### src/logic/biu_wb_pkg.sv
//////////////////////////////////////////////////////////////////////
// shared types and helpers for the biu to wishbone bridge
// 32-bit data and byte addresses only, no 64-bit support
// bursts move whole words, sub-word sizes apply to singles only
//////////////////////////////////////////////////////////////////////

`default_nettype none

package biu_wb_pkg;

  localparam int MEM_WORDS = 256;               // target depth in words
  localparam int MEM_IDX_W = $clog2(MEM_WORDS); // word index width

  typedef logic [31:0] addr_t;     // byte address
  typedef logic [31:0] data_t;
  typedef logic [3:0]  sel_t;      // one bit per byte lane
  typedef logic [3:0]  beat_cnt_t; // beats left minus one

  typedef enum logic [2:0] {
    SIZE_BYTE = 3'd0,
    SIZE_HALF = 3'd1,
    SIZE_WORD = 3'd2
  } biu_size_e;

  // core burst encoding, INCR is handled as a single
  typedef enum logic [2:0] {
    BURST_SINGLE = 3'd0,
    BURST_INCR   = 3'd1,
    BURST_WRAP4  = 3'd2,
    BURST_INCR4  = 3'd3,
    BURST_WRAP8  = 3'd4,
    BURST_INCR8  = 3'd5,
    BURST_WRAP16 = 3'd6,
    BURST_INCR16 = 3'd7
  } biu_burst_e;

  typedef enum logic [2:0] {
    CTI_CLASSIC = 3'b000,
    CTI_INCR    = 3'b010, // incrementing burst, more beats follow
    CTI_END     = 3'b111  // last beat of the burst
  } wb_cti_e;

  typedef enum logic [1:0] {
    BTE_LINEAR = 2'b00,
    BTE_WRAP4  = 2'b01,
    BTE_WRAP8  = 2'b10,
    BTE_WRAP16 = 2'b11
  } wb_bte_e;

  typedef struct packed {
    addr_t      addr;
    biu_size_e  size;
    biu_burst_e burst;
    logic       we;
  } biu_req_t;

  typedef struct packed {
    addr_t   adr;   // word aligned
    sel_t    sel;
    logic    we;
    wb_cti_e cti;
    wb_bte_e bte;
  } wb_req_t;

  function automatic beat_cnt_t burst_beats_m1(input biu_burst_e burst);
    case (burst)
      BURST_WRAP4,  BURST_INCR4:  return beat_cnt_t'(3);
      BURST_WRAP8,  BURST_INCR8:  return beat_cnt_t'(7);
      BURST_WRAP16, BURST_INCR16: return beat_cnt_t'(15);
      default:                    return '0; // single and INCR
    endcase
  endfunction

  function automatic wb_bte_e burst_to_bte(input biu_burst_e burst);
    case (burst)
      BURST_WRAP4:  return BTE_WRAP4;
      BURST_WRAP8:  return BTE_WRAP8;
      BURST_WRAP16: return BTE_WRAP16;
      default:      return BTE_LINEAR;
    endcase
  endfunction

  // byte lanes from size and low address bits, little endian
  function automatic sel_t size_to_sel(input biu_size_e size, input logic [1:0] offs);
    case (size)
      SIZE_BYTE: return sel_t'(4'b0001 << offs);
      SIZE_HALF: return offs[1] ? 4'b1100 : 4'b0011;
      default:   return 4'b1111;
    endcase
  endfunction

endpackage

`default_nettype wire

### src/logic/biu2wb.sv
//////////////////////////////////////////////////////////////////////
// core strobe interface to wishbone b3 registered feedback master
// one transfer in flight, retry and lock are not supported
// core holds biu_stb_i until biu_stb_ack_o, write data follows d_ack
//////////////////////////////////////////////////////////////////////

`timescale 1ns/1ps
`default_nettype none

module biu2wb (
  input  wire                       HCLK,
  input  wire                       HRESETn,

  // core side
  input  wire                       biu_stb_i,
  input  wire biu_wb_pkg::biu_req_t biu_req_i,
  input  wire biu_wb_pkg::data_t    biu_d_i,
  output logic                      biu_stb_ack_o, // request taken
  output logic                      biu_d_ack_o,   // write beat done, next data
  output biu_wb_pkg::data_t         biu_q_o,
  output logic                      biu_ack_o,     // one per beat
  output logic                      biu_err_o,

  // wishbone side
  output biu_wb_pkg::wb_req_t       wb_req_o,
  output biu_wb_pkg::data_t         wb_dat_o,
  output logic                      wb_cyc_o,
  output logic                      wb_stb_o,
  input  wire biu_wb_pkg::data_t    wb_dat_i,
  input  wire                       wb_ack_i,
  input  wire                       wb_err_i
);
  import biu_wb_pkg::*;

  typedef enum logic {
    ST_IDLE,
    ST_BUS
  } st_e;

  st_e        state;
  biu_size_e  size_q;
  biu_burst_e burst_q;
  logic       we_q;
  data_t      dat_q;      // write data of current beat

  addr_t      beat_addr;  // from sequencer
  logic       beat_last;
  logic       accept;
  logic       beat_ack;
  logic       single;

  assign accept   = (state == ST_IDLE) & biu_stb_i;
  assign beat_ack = (state == ST_BUS) & wb_ack_i;
  assign single   = (burst_beats_m1(burst_q) == '0); // single and INCR

  //////////////////////////////////////////////////////////////////////
  // burst address and beat count
  //////////////////////////////////////////////////////////////////////

  biu_burst_addr u_burst_addr (
    .HCLK         (HCLK),
    .HRESETn      (HRESETn),
    .load_i       (accept),
    .start_addr_i (biu_req_i.addr),
    .burst_i      (biu_req_i.burst),
    .step_i       (beat_ack),     // address moves only on ack edge
    .addr_o       (beat_addr),
    .last_o       (beat_last)
  );

  //////////////////////////////////////////////////////////////////////
  // fsm
  //////////////////////////////////////////////////////////////////////

  always_ff @(posedge HCLK or negedge HRESETn) begin
    if (!HRESETn) begin
      state <= ST_IDLE;
    end else begin
      case (state)
        ST_IDLE: begin
          if (biu_stb_i) state <= ST_BUS;                // cyc rises next edge
        end
        ST_BUS: begin
          if (wb_err_i) state <= ST_IDLE;                // abort rest of burst
          else if (wb_ack_i && beat_last) state <= ST_IDLE;
        end
        default: state <= ST_IDLE;
      endcase
    end
  end

  // transfer attributes, latched with the strobe
  always_ff @(posedge HCLK or negedge HRESETn) begin
    if (!HRESETn) begin
      size_q  <= SIZE_WORD;
      burst_q <= BURST_SINGLE;
      we_q    <= 1'b0;
    end else if (accept) begin
      // bursts always move whole words
      if (burst_beats_m1(biu_req_i.burst) != '0) size_q <= SIZE_WORD;
      else size_q <= biu_req_i.size;
      burst_q <= biu_req_i.burst;
      we_q    <= biu_req_i.we;
    end
  end

  // first beat with the strobe, then whatever the core shows at each ack
  always_ff @(posedge HCLK) begin
    if (accept || (beat_ack && we_q)) dat_q <= biu_d_i;
  end

  //////////////////////////////////////////////////////////////////////
  // wishbone request
  //////////////////////////////////////////////////////////////////////

  always_comb begin
    wb_req_o.adr = {beat_addr[31:2], 2'b00};
    wb_req_o.sel = size_to_sel(size_q, beat_addr[1:0]);
    wb_req_o.we  = we_q;
    wb_req_o.bte = burst_to_bte(burst_q);
    if (single) wb_req_o.cti = CTI_CLASSIC;
    else if (beat_last) wb_req_o.cti = CTI_END;  // tag last beat
    else wb_req_o.cti = CTI_INCR;
  end

  assign wb_dat_o = dat_q;
  assign wb_cyc_o = (state == ST_BUS);
  assign wb_stb_o = (state == ST_BUS); // no idle beats inside a cycle

  //////////////////////////////////////////////////////////////////////
  // core responses
  //////////////////////////////////////////////////////////////////////

  assign biu_stb_ack_o = accept;                          // same cycle as strobe
  assign biu_ack_o     = beat_ack;
  assign biu_d_ack_o   = beat_ack & we_q;
  assign biu_err_o     = (state == ST_BUS) & wb_err_i;
  assign biu_q_o       = wb_dat_i;                        // valid with biu_ack_o

endmodule

`default_nettype wire

### src/logic/biu_burst_addr.sv
//////////////////////////////////////////////////////////////////////
// beat counter and address sequencer for one bridge transfer
// addresses step by one 32-bit word and wraps keep the upper bits
// load_i and step_i in the same cycle is not expected
//////////////////////////////////////////////////////////////////////

`timescale 1ns/1ps
`default_nettype none

module biu_burst_addr (
  input  wire                         HCLK,
  input  wire                         HRESETn,
  input  wire                         load_i,       // new transfer accepted
  input  wire biu_wb_pkg::addr_t      start_addr_i,
  input  wire biu_wb_pkg::biu_burst_e burst_i,
  input  wire                         step_i,       // current beat acknowledged
  output biu_wb_pkg::addr_t           addr_o,
  output logic                        last_o
);
  import biu_wb_pkg::*;

  addr_t      addr_q;
  addr_t      lin_addr;  // next word without wrap
  addr_t      nxt_addr;
  beat_cnt_t  cnt_q;     // beats left minus one
  biu_burst_e burst_q;

  //////////////////////////////////////////////////////////////////////
  // next address
  //////////////////////////////////////////////////////////////////////

  always_comb begin
    lin_addr = {addr_q[31:2] + 30'd1, 2'b00};
    case (burst_q)
      BURST_WRAP4:  nxt_addr = {addr_q[31:4], lin_addr[3:0]}; // 16 byte window
      BURST_WRAP8:  nxt_addr = {addr_q[31:5], lin_addr[4:0]}; // 32 bytes
      BURST_WRAP16: nxt_addr = {addr_q[31:6], lin_addr[5:0]}; // 64 bytes
      default:      nxt_addr = lin_addr;
    endcase
  end

  // byte address of the current beat
  always_ff @(posedge HCLK) begin
    if (load_i) addr_q <= start_addr_i;
    else if (step_i) addr_q <= nxt_addr;
  end

  //////////////////////////////////////////////////////////////////////
  // beat counter
  //////////////////////////////////////////////////////////////////////

  always_ff @(posedge HCLK or negedge HRESETn) begin
    if (!HRESETn) begin
      cnt_q   <= '0;
      burst_q <= BURST_SINGLE;
    end else if (load_i) begin
      cnt_q   <= burst_beats_m1(burst_i);
      burst_q <= burst_i;
    end else if (step_i && cnt_q != '0) begin
      cnt_q   <= cnt_q - beat_cnt_t'(1); // hold at zero after last
    end
  end

  assign addr_o = addr_q;
  assign last_o = (cnt_q == '0);

endmodule

`default_nettype wire

### config.mk
export PLATFORM = sky130hd
export DESIGN_NAME = biu2wb
export DESIGN_NICKNAME = d
export VERILOG_FILES = /design/src/logic/biu_wb_pkg.sv /design/src/logic/biu2wb.sv /design/src/logic/biu_burst_addr.sv
export SDC_FILE = /design/constraint.sdc
export NUM_CORES = 1
export LEC_CHECK = 0
export ABC_CLOCK_PERIOD_IN_PS = 5860
export BUFFER_PORTS_ARGS = -buffer_cell sky130_fd_sc_hd__buf_2
export CAP_MARGIN = 20
export CORE_MARGIN = 3
export CORE_UTILIZATION = 49
export CTS_CLUSTER_DIAMETER = 100
export CTS_CLUSTER_SIZE = 14
export DETAILED_ROUTE_END_ITERATION = 10
export GPL_TIMING_DRIVEN = 1
export MAX_ROUTING_LAYER = met4
export PLACE_DENSITY_LB_ADDON = 0.15
export RECOVER_POWER = 50
export SLEW_MARGIN = 10
export SYNTH_ARGS = -nofsm -noshare
export SYNTH_HDL_FRONTEND = slang
export SYNTH_SLANG_ARGS = --single-unit
export TNS_END_PERCENT = 10
### constraint.sdc
create_clock -name HCLK -period 5.86 [get_ports HCLK]
set_clock_uncertainty 0.1 [all_clocks]
set_input_delay 0.586 -clock HCLK [delete_from_list [all_inputs] [get_ports HCLK]]
set_output_delay 0.586 -clock HCLK [all_outputs]
set_load 0.02 [all_outputs]
After elaboration in Yosys (flattened, before gate mapping)
Cells that the tools add are included.
W data, S select, Z words.

operators by class
  shift operators = 1
  bitwise operators = 5
  add/sub/neg operators = 2
  div/mod/pow operators = 0
  multiply operators = 0
  reduce and logical (&&, ||, !) cells = 20
  magnitude comparators = 0
  equality and inequality tests = 16
  multiplexer cells = 18

operators by type and width
  operator                 count
  $pmux W32 S3             1
  $mux W32                 2
  $add A30 B1 Y30 const B  1
  $eq A3 B3 Y1 const B     8
  $pmux W4 S3              2
  $mux W4                  4
  $eq A3 B2 Y1 const B     4
  $reduce_or A2 Y1         6
  $mux W3                  3
  $logic_not A4 Y1         2
  $pmux W4 S2              1
  $reduce_bool A4 Y1       2
  $ne A2 B2 Y1 const B     3
  $pmux W2 S3              1
  $and A1 B1 Y1            4
  $reduce_and A4 Y1        1
  $reduce_bool A2 Y1       2
  $shl A1 B2 Y4 const A    1
  $sub A4 B1 Y4 const B    1
  $eq A3 B1 Y1 const B     1
  $logic_and A1 B1 Y1      3
  $logic_not A3 Y1         1
  $mux W1                  3
  $reduce_and A3 Y1        1
  4 further kinds          4

word-level totals
  logic and storage cells = 72
  memories = 0
  input port bits = 108
  register bits = 76
  ROM bits = 0
  memory bits (writable) = 0
  latch bits = 0

Logic depth before layout (Yosys ltp)
  depth in word-level cells = 6
  depth in mapped cells = 6
  gate-level depth less buffers = 6

By module
Synthesis repeated with hierarchy kept, for this count alone.

second synthesis, totals
  cell total of the unflattened synthesis = 347
  area total of the unflattened synthesis = 3,955.0 um^2

by module, submodules not included
  module          sequential area each (um^2)  cells each  area an instance (um^2)  times used
  biu_burst_addr  1,136.1                      238         2,292.2                  1
  biu2wb          1,162.4                      109         1,662.8                  1

Least setup slack after synthesis
Ideal clock, no wire load.

  path kind = input port to flip-flop
  start point = input port wb_ack_i
  end point = register u_burst_addr.addr_q[10], in the netlist u_burst_addr.addr_o[10], enable pin
  slack = 2.541 ns
  buffers on the path = 0
  required time = 5.311 ns
  data arrival time = 2.770 ns
  stages = 2
  path through = nand2_1 -> o31ai_1

on the way
  longest elaborated chain between the ends = 3

RTL lines
  what                          RTL line              RTL
  from (decl)                   biu2wb.sv:30          input wire wb_ack_i,
  $and A1 B1 Y1                 biu2wb.sv:53          assign beat_ack = (state == ST_BUS) & wb_ack_i;
  $reduce_bool A2 Y1 (no line)  --
  $reduce_and A4 Y1 (no line)   --
  to (signal assigned)          biu_burst_addr.sv:44  if (load_i) addr_q <= start_addr_i;
  to (signal assigned)          biu_burst_addr.sv:45  else if (step_i) addr_q <= nxt_addr;
  to (decl)                     biu_burst_addr.sv:22  addr_t addr_q;

Every way passes these cells.
A chain may end at the register's enable or synchronous reset.

Worst setup path after layout
  start point = register state, in the netlist wb_cyc_o
  end point = output port biu_stb_ack_o

on the way
  longest elaborated chain between the ends = 2

RTL lines
  what                    RTL line      RTL
  from (decl)             biu2wb.sv:40  st_e state;
  from (signal assigned)  biu2wb.sv:77  state <= ST_IDLE;
  from (signal assigned)  biu2wb.sv:81  if (biu_stb_i) state <= ST_BUS;
  from (signal assigned)  biu2wb.sv:84  if (wb_err_i) state <= ST_IDLE;
  $not A1 Y1              --
  $and A1 B1 Y1           biu2wb.sv:52  assign accept = (state == ST_IDLE) & biu_stb_i;
  to (decl)               biu2wb.sv:18  output logic biu_stb_ack_o,

Every way passes these cells.

==> results by stage <==
Synth:
- The synthesized instance count is between 300 and 400.
- The mean area per synthesized cell is 10.9 um^2.
- Of the total synthesized cell area, the portion taken by AND, OR, NAND and NOR gates is approximately 17%.
- The most used flip-flop cell after synthesis is sky130_fd_sc_hd__edfxtp_1.
- After Yosys synthesis, full adders, half adders and majority gates account for 0.930% of the synthesized area.
- The fraction of post-synthesis cell area in the top cell type by area is 47.6%.
- The combinational family with the most area after synthesis is simple AND/OR/NAND/NOR gates.
- The post-synthesis cell type count is 42.
- Counting flops with an async set or reset pin after synthesis yields a share of between 10% and 20%.
- The register bit count reported by yosys is 76.
- Of the synthesized area, sequential elements account for a little under three fifths.
- The synthesized design spends more area on one cell type than any other, namely sky130_fd_sc_hd__edfxtp_1.
- The compound-cell area share of the yosys netlist is under 10%.
- Yosys mapped a number of flops with a built-in enable equal to 64.
- The xor and xnor fraction of the mapped netlist area is 3.69%.
- In the post-synthesis netlist, the biggest area contributors are sky130_fd_sc_hd__edfxtp_1 48%, sky130_fd_sc_hd__buf_4 13%, sky130_fd_sc_hd__dfrtp_1 6.8%, sky130_fd_sc_hd__nand2_1 4.0%, sky130_fd_sc_hd__o21ai_0 3.3%.
- Yosys printed 0 warnings.
- Multiplexer cells account for less than 1% of the synthesized area.
- The mapped netlist covers slightly above 4000 um^2.

Clock network:
- The H-tree was split into 3 levels.
- At the later pin of the worst-skew pair, clock insertion delay measures ~350 ps.
- The post-CTS setup-driven buffer insertion count is 0.
- The tree is rooted in a sky130_fd_sc_hd__clkbuf_8.
- After clock tree synthesis, the clock-pin slew on the worst setup and hold paths is about 80 ps.
- The clock net in this run drives a total of 76 sinks.
- The maximum clock insertion buffer count is 2.
- TritonCTS created 9 clock buffers.
- The number of gates resized after CTS was 0.
- The clock tree from TritonCTS is done.
- The number of hold-repair buffers added at the cts stage is 0.

Worst setup path:
- The launch point of the worst path is wb_cyc_o.
- The startpoint of the lowest-slack register-to-register path is wb_cyc_o.
- The endpoint type of the worst setup path is an output pin.
- The critical path in this run is classified as flip-flop to output pin.
- Of all nets on the critical path, the largest fanout is 48.
- Data on the critical path is required at its endpoint by roughly 5200 ps.
- The capturing point of the worst reg2reg path is wb_dat_o[29].
- Following the worst setup path forward leads to its endpoint at biu_stb_ack_o.
- The data arrival at the endpoint of the critical path is between 2000 and 2500 ps.
- The worst register-to-register path has a setup slack of between 3000 and 4000 ps.
- The depth of the worst register-to-register path is 3.
- The launching element type of the critical path is a flip-flop.

Floorplanning:
- The die footprint is roughly 9400 um^2.
- The placeable core area is 7850 um^2.
- From left edge to right edge, the die measures between 90 and 100 um.
- The floorplan has 32 rows.
- The initial core utilization is 51.5%.
- The y dimension of the die is 96.8 um.
- In this run the count of I/O pins placed on the die edge is 220.

Routing:
- After detailed routing, the number of vias per cell comes to 5.22.
- Once detail routing completed, the nets flagged for antenna violations numbered 0.
- In this run, the number of DRC markers left after iteration 0 of detailed routing was between 100 and 150.
- The first detailed-routing pass took 4 iterations.
- The routed design has around 9000 um of wire.
- Dividing the detail-routed wire length by the instance count gives 15.9 um.
- The post-route DRC violation count is 0.
- The detailed-route via count is approximately 3000.

Placed design:
- The congestion estimate from routability-driven global placement came to 0.826.
- Summed over all nets, the half-perimeter wirelength after detailed placement is roughly 6600 um.
- The count of input and output buffers is 153.
- The post-placement worst setup slack is around 2400 ps.

GRT:
- The via count of the first global-routing pass came to between 2000 and 3000.
- Global routing finished with a remaining overflow of 0.
- Entering global routing, the biggest net connects approximately 50 pins.
- The initial antenna violation count came to 0.
- For this run, the total global-route usage over all layers was measured as 19.4%.
- The global-route wire length before repair is ~14000 um.

Layout:
- The library cells used most frequently in the layout, excluding fill and tap cells, are 97 x sky130_fd_sc_hd__buf_2, 64 x sky130_fd_sc_hd__edfxtp_1, 56 x sky130_fd_sc_hd__clkbuf_1.
- The final net count is between 500 and 600.
- The final core utilization is approximately 58%.
- The layout cell share with drive strength beyond 1 is a little over a quarter.
- The antenna diode instance count is 0.
- Relative to the synthesized area, the layout overhead comes to 12.3%.
- The library cell used most frequently in the layout, excluding fill and tap cells, is sky130_fd_sc_hd__buf_2.

Power:
- The total power per unit cell area is 361 nW/um^2.
- In this run the static leakage power is roughly 1.8 nW.
- Across the VDD grid, the largest voltage drop is just under 200 uV.

Timing:
- The number of max-slew violations in the final report is 0.
- The number of endpoints with negative hold slack in the final report is 0.
- The relative slew slack is between 30% and 40%.
- The count of final setup violators is 0.
- Counting I/O delays and the setup requirement, the final critical path takes 2920 ps.
- For the pin with the worst max-slew slack, the measured transition is 905 ps.
- Setup repair after global routing left no endpoint under its margin.
- The share of the clock period used by the worst path is between 40% and 50%.
- Across all setup checks in the final design, the least slack found is between 2000 and 3000 ps.
- The timing-limited maximum frequency is 0.343 GHz.
- Summed over all failing endpoints, the final setup total negative slack is 0 ps.

Flow run:
- The number of maximum-capacitance constraint violations is 0.

Min path:
- In this run the worst hold path is classified as primary input to asynchronous set/reset pin.

Status:
- The flow ran to the end, and the final reports show no timing, DRC or antenna violations.
## power by group
group          leakage (nW)  internal [W]  switching [W]  total (W)
registers             0.758      0.000722      0.0000895   0.000811
logic                 0.911      0.000152       0.000298   0.000450
clock network        0.0936      0.000163       0.000215   0.000378
total                  1.76       0.00104       0.000602    0.00164
## through the flow
stage                     instances  cell area, um^2  power (W)  hold slack, ps
after detailed placement        547             4390    0.00129             390
after floorplan                 371             4040    0.00120             190
after global placement          547             4390    0.00128             386
after CTS                       563             4580    0.00166            7.11
after global routing            564             4540    0.00173             190
final                           564             4540    0.00164             161
## metal layers
metal,wire (um),up-vias,GRT usage [%],share of wire (%)
li1,-,1443,-,-
met1,3730,1358,23.6,42
met2,4450,123,31.3,50
met3,640,20,5.62,7.1
met4,133,0,6.48,1.5
met5,0,-,-,0
## kinds of logic (layout without fill, tap and decap cells)
family	after synthesis	in the layout
xor gates and xnor gates	17	17
adders and majority gates	3	3
other	1	2
muxes	1	1
buffers and inverters	86	177
AOI/OAI and AO/OA	59	59
and+or+nand+nor	127	127
DFF	76	76
## cell usage after synthesis, types with 7 or more instances
library cell,n
sky130_fd_sc_hd__clkbuf_1,8
sky130_fd_sc_hd__dfrtp_1,11
sky130_fd_sc_hd__or4_1,8
sky130_fd_sc_hd__nand4_1,9
sky130_fd_sc_hd__nand3_1,8
sky130_fd_sc_hd__or3_1,7
sky130_fd_sc_hd__nand2_1,43
sky130_fd_sc_hd__buf_4,68
sky130_fd_sc_hd__o31ai_1,8
sky130_fd_sc_hd__xnor2_1,8
sky130_fd_sc_hd__a31oi_1,13
sky130_fd_sc_hd__xor2_1,9
sky130_fd_sc_hd__o21ai_0,27
sky130_fd_sc_hd__nor2_1,22
sky130_fd_sc_hd__edfxtp_1,64
## final cells by class
class,count,area [um^2]
clock buffer,9,124
clock inverter,7,67.6
fill,736,3310
inverter,6,22.5
multi-input combinational,209,1240
sequential,76,2220
tap,102,128
timing repair buffer,155,731
## registers in the layout, indices dropped and copies added, names as in the netlist
signal	flops
burst_q	3
u_burst_addr.cnt_q	4
u_burst_addr.addr_o	32
size_q	3
wb_dat_o	32
wb_cyc_o	1
we_q	1
## worst max-delay path, cell delays in order, from the launching register on
cell and delay (ps):
sky130_fd_sc_hd__dfrtp_1 460, sky130_fd_sc_hd__nand2b_2 760, sky130_fd_sc_hd__inv_1 390, sky130_fd_sc_hd__buf_2 270
## how the worst min path moves through the flow
stage / endpoint / cells past startpoint / startpoint
CTS: size_q[2] / 1 / HRESETn
finish: we_q / 1 / HRESETn
global route: we_q / 1 / HRESETn
global placement: wb_cyc_o / 1 / HRESETn
detailed placement: wb_cyc_o / 1 / HRESETn
floorplan: burst_q[0] / 0 / HRESETn
No activity file was read; power rests on OpenSTA's default activity.
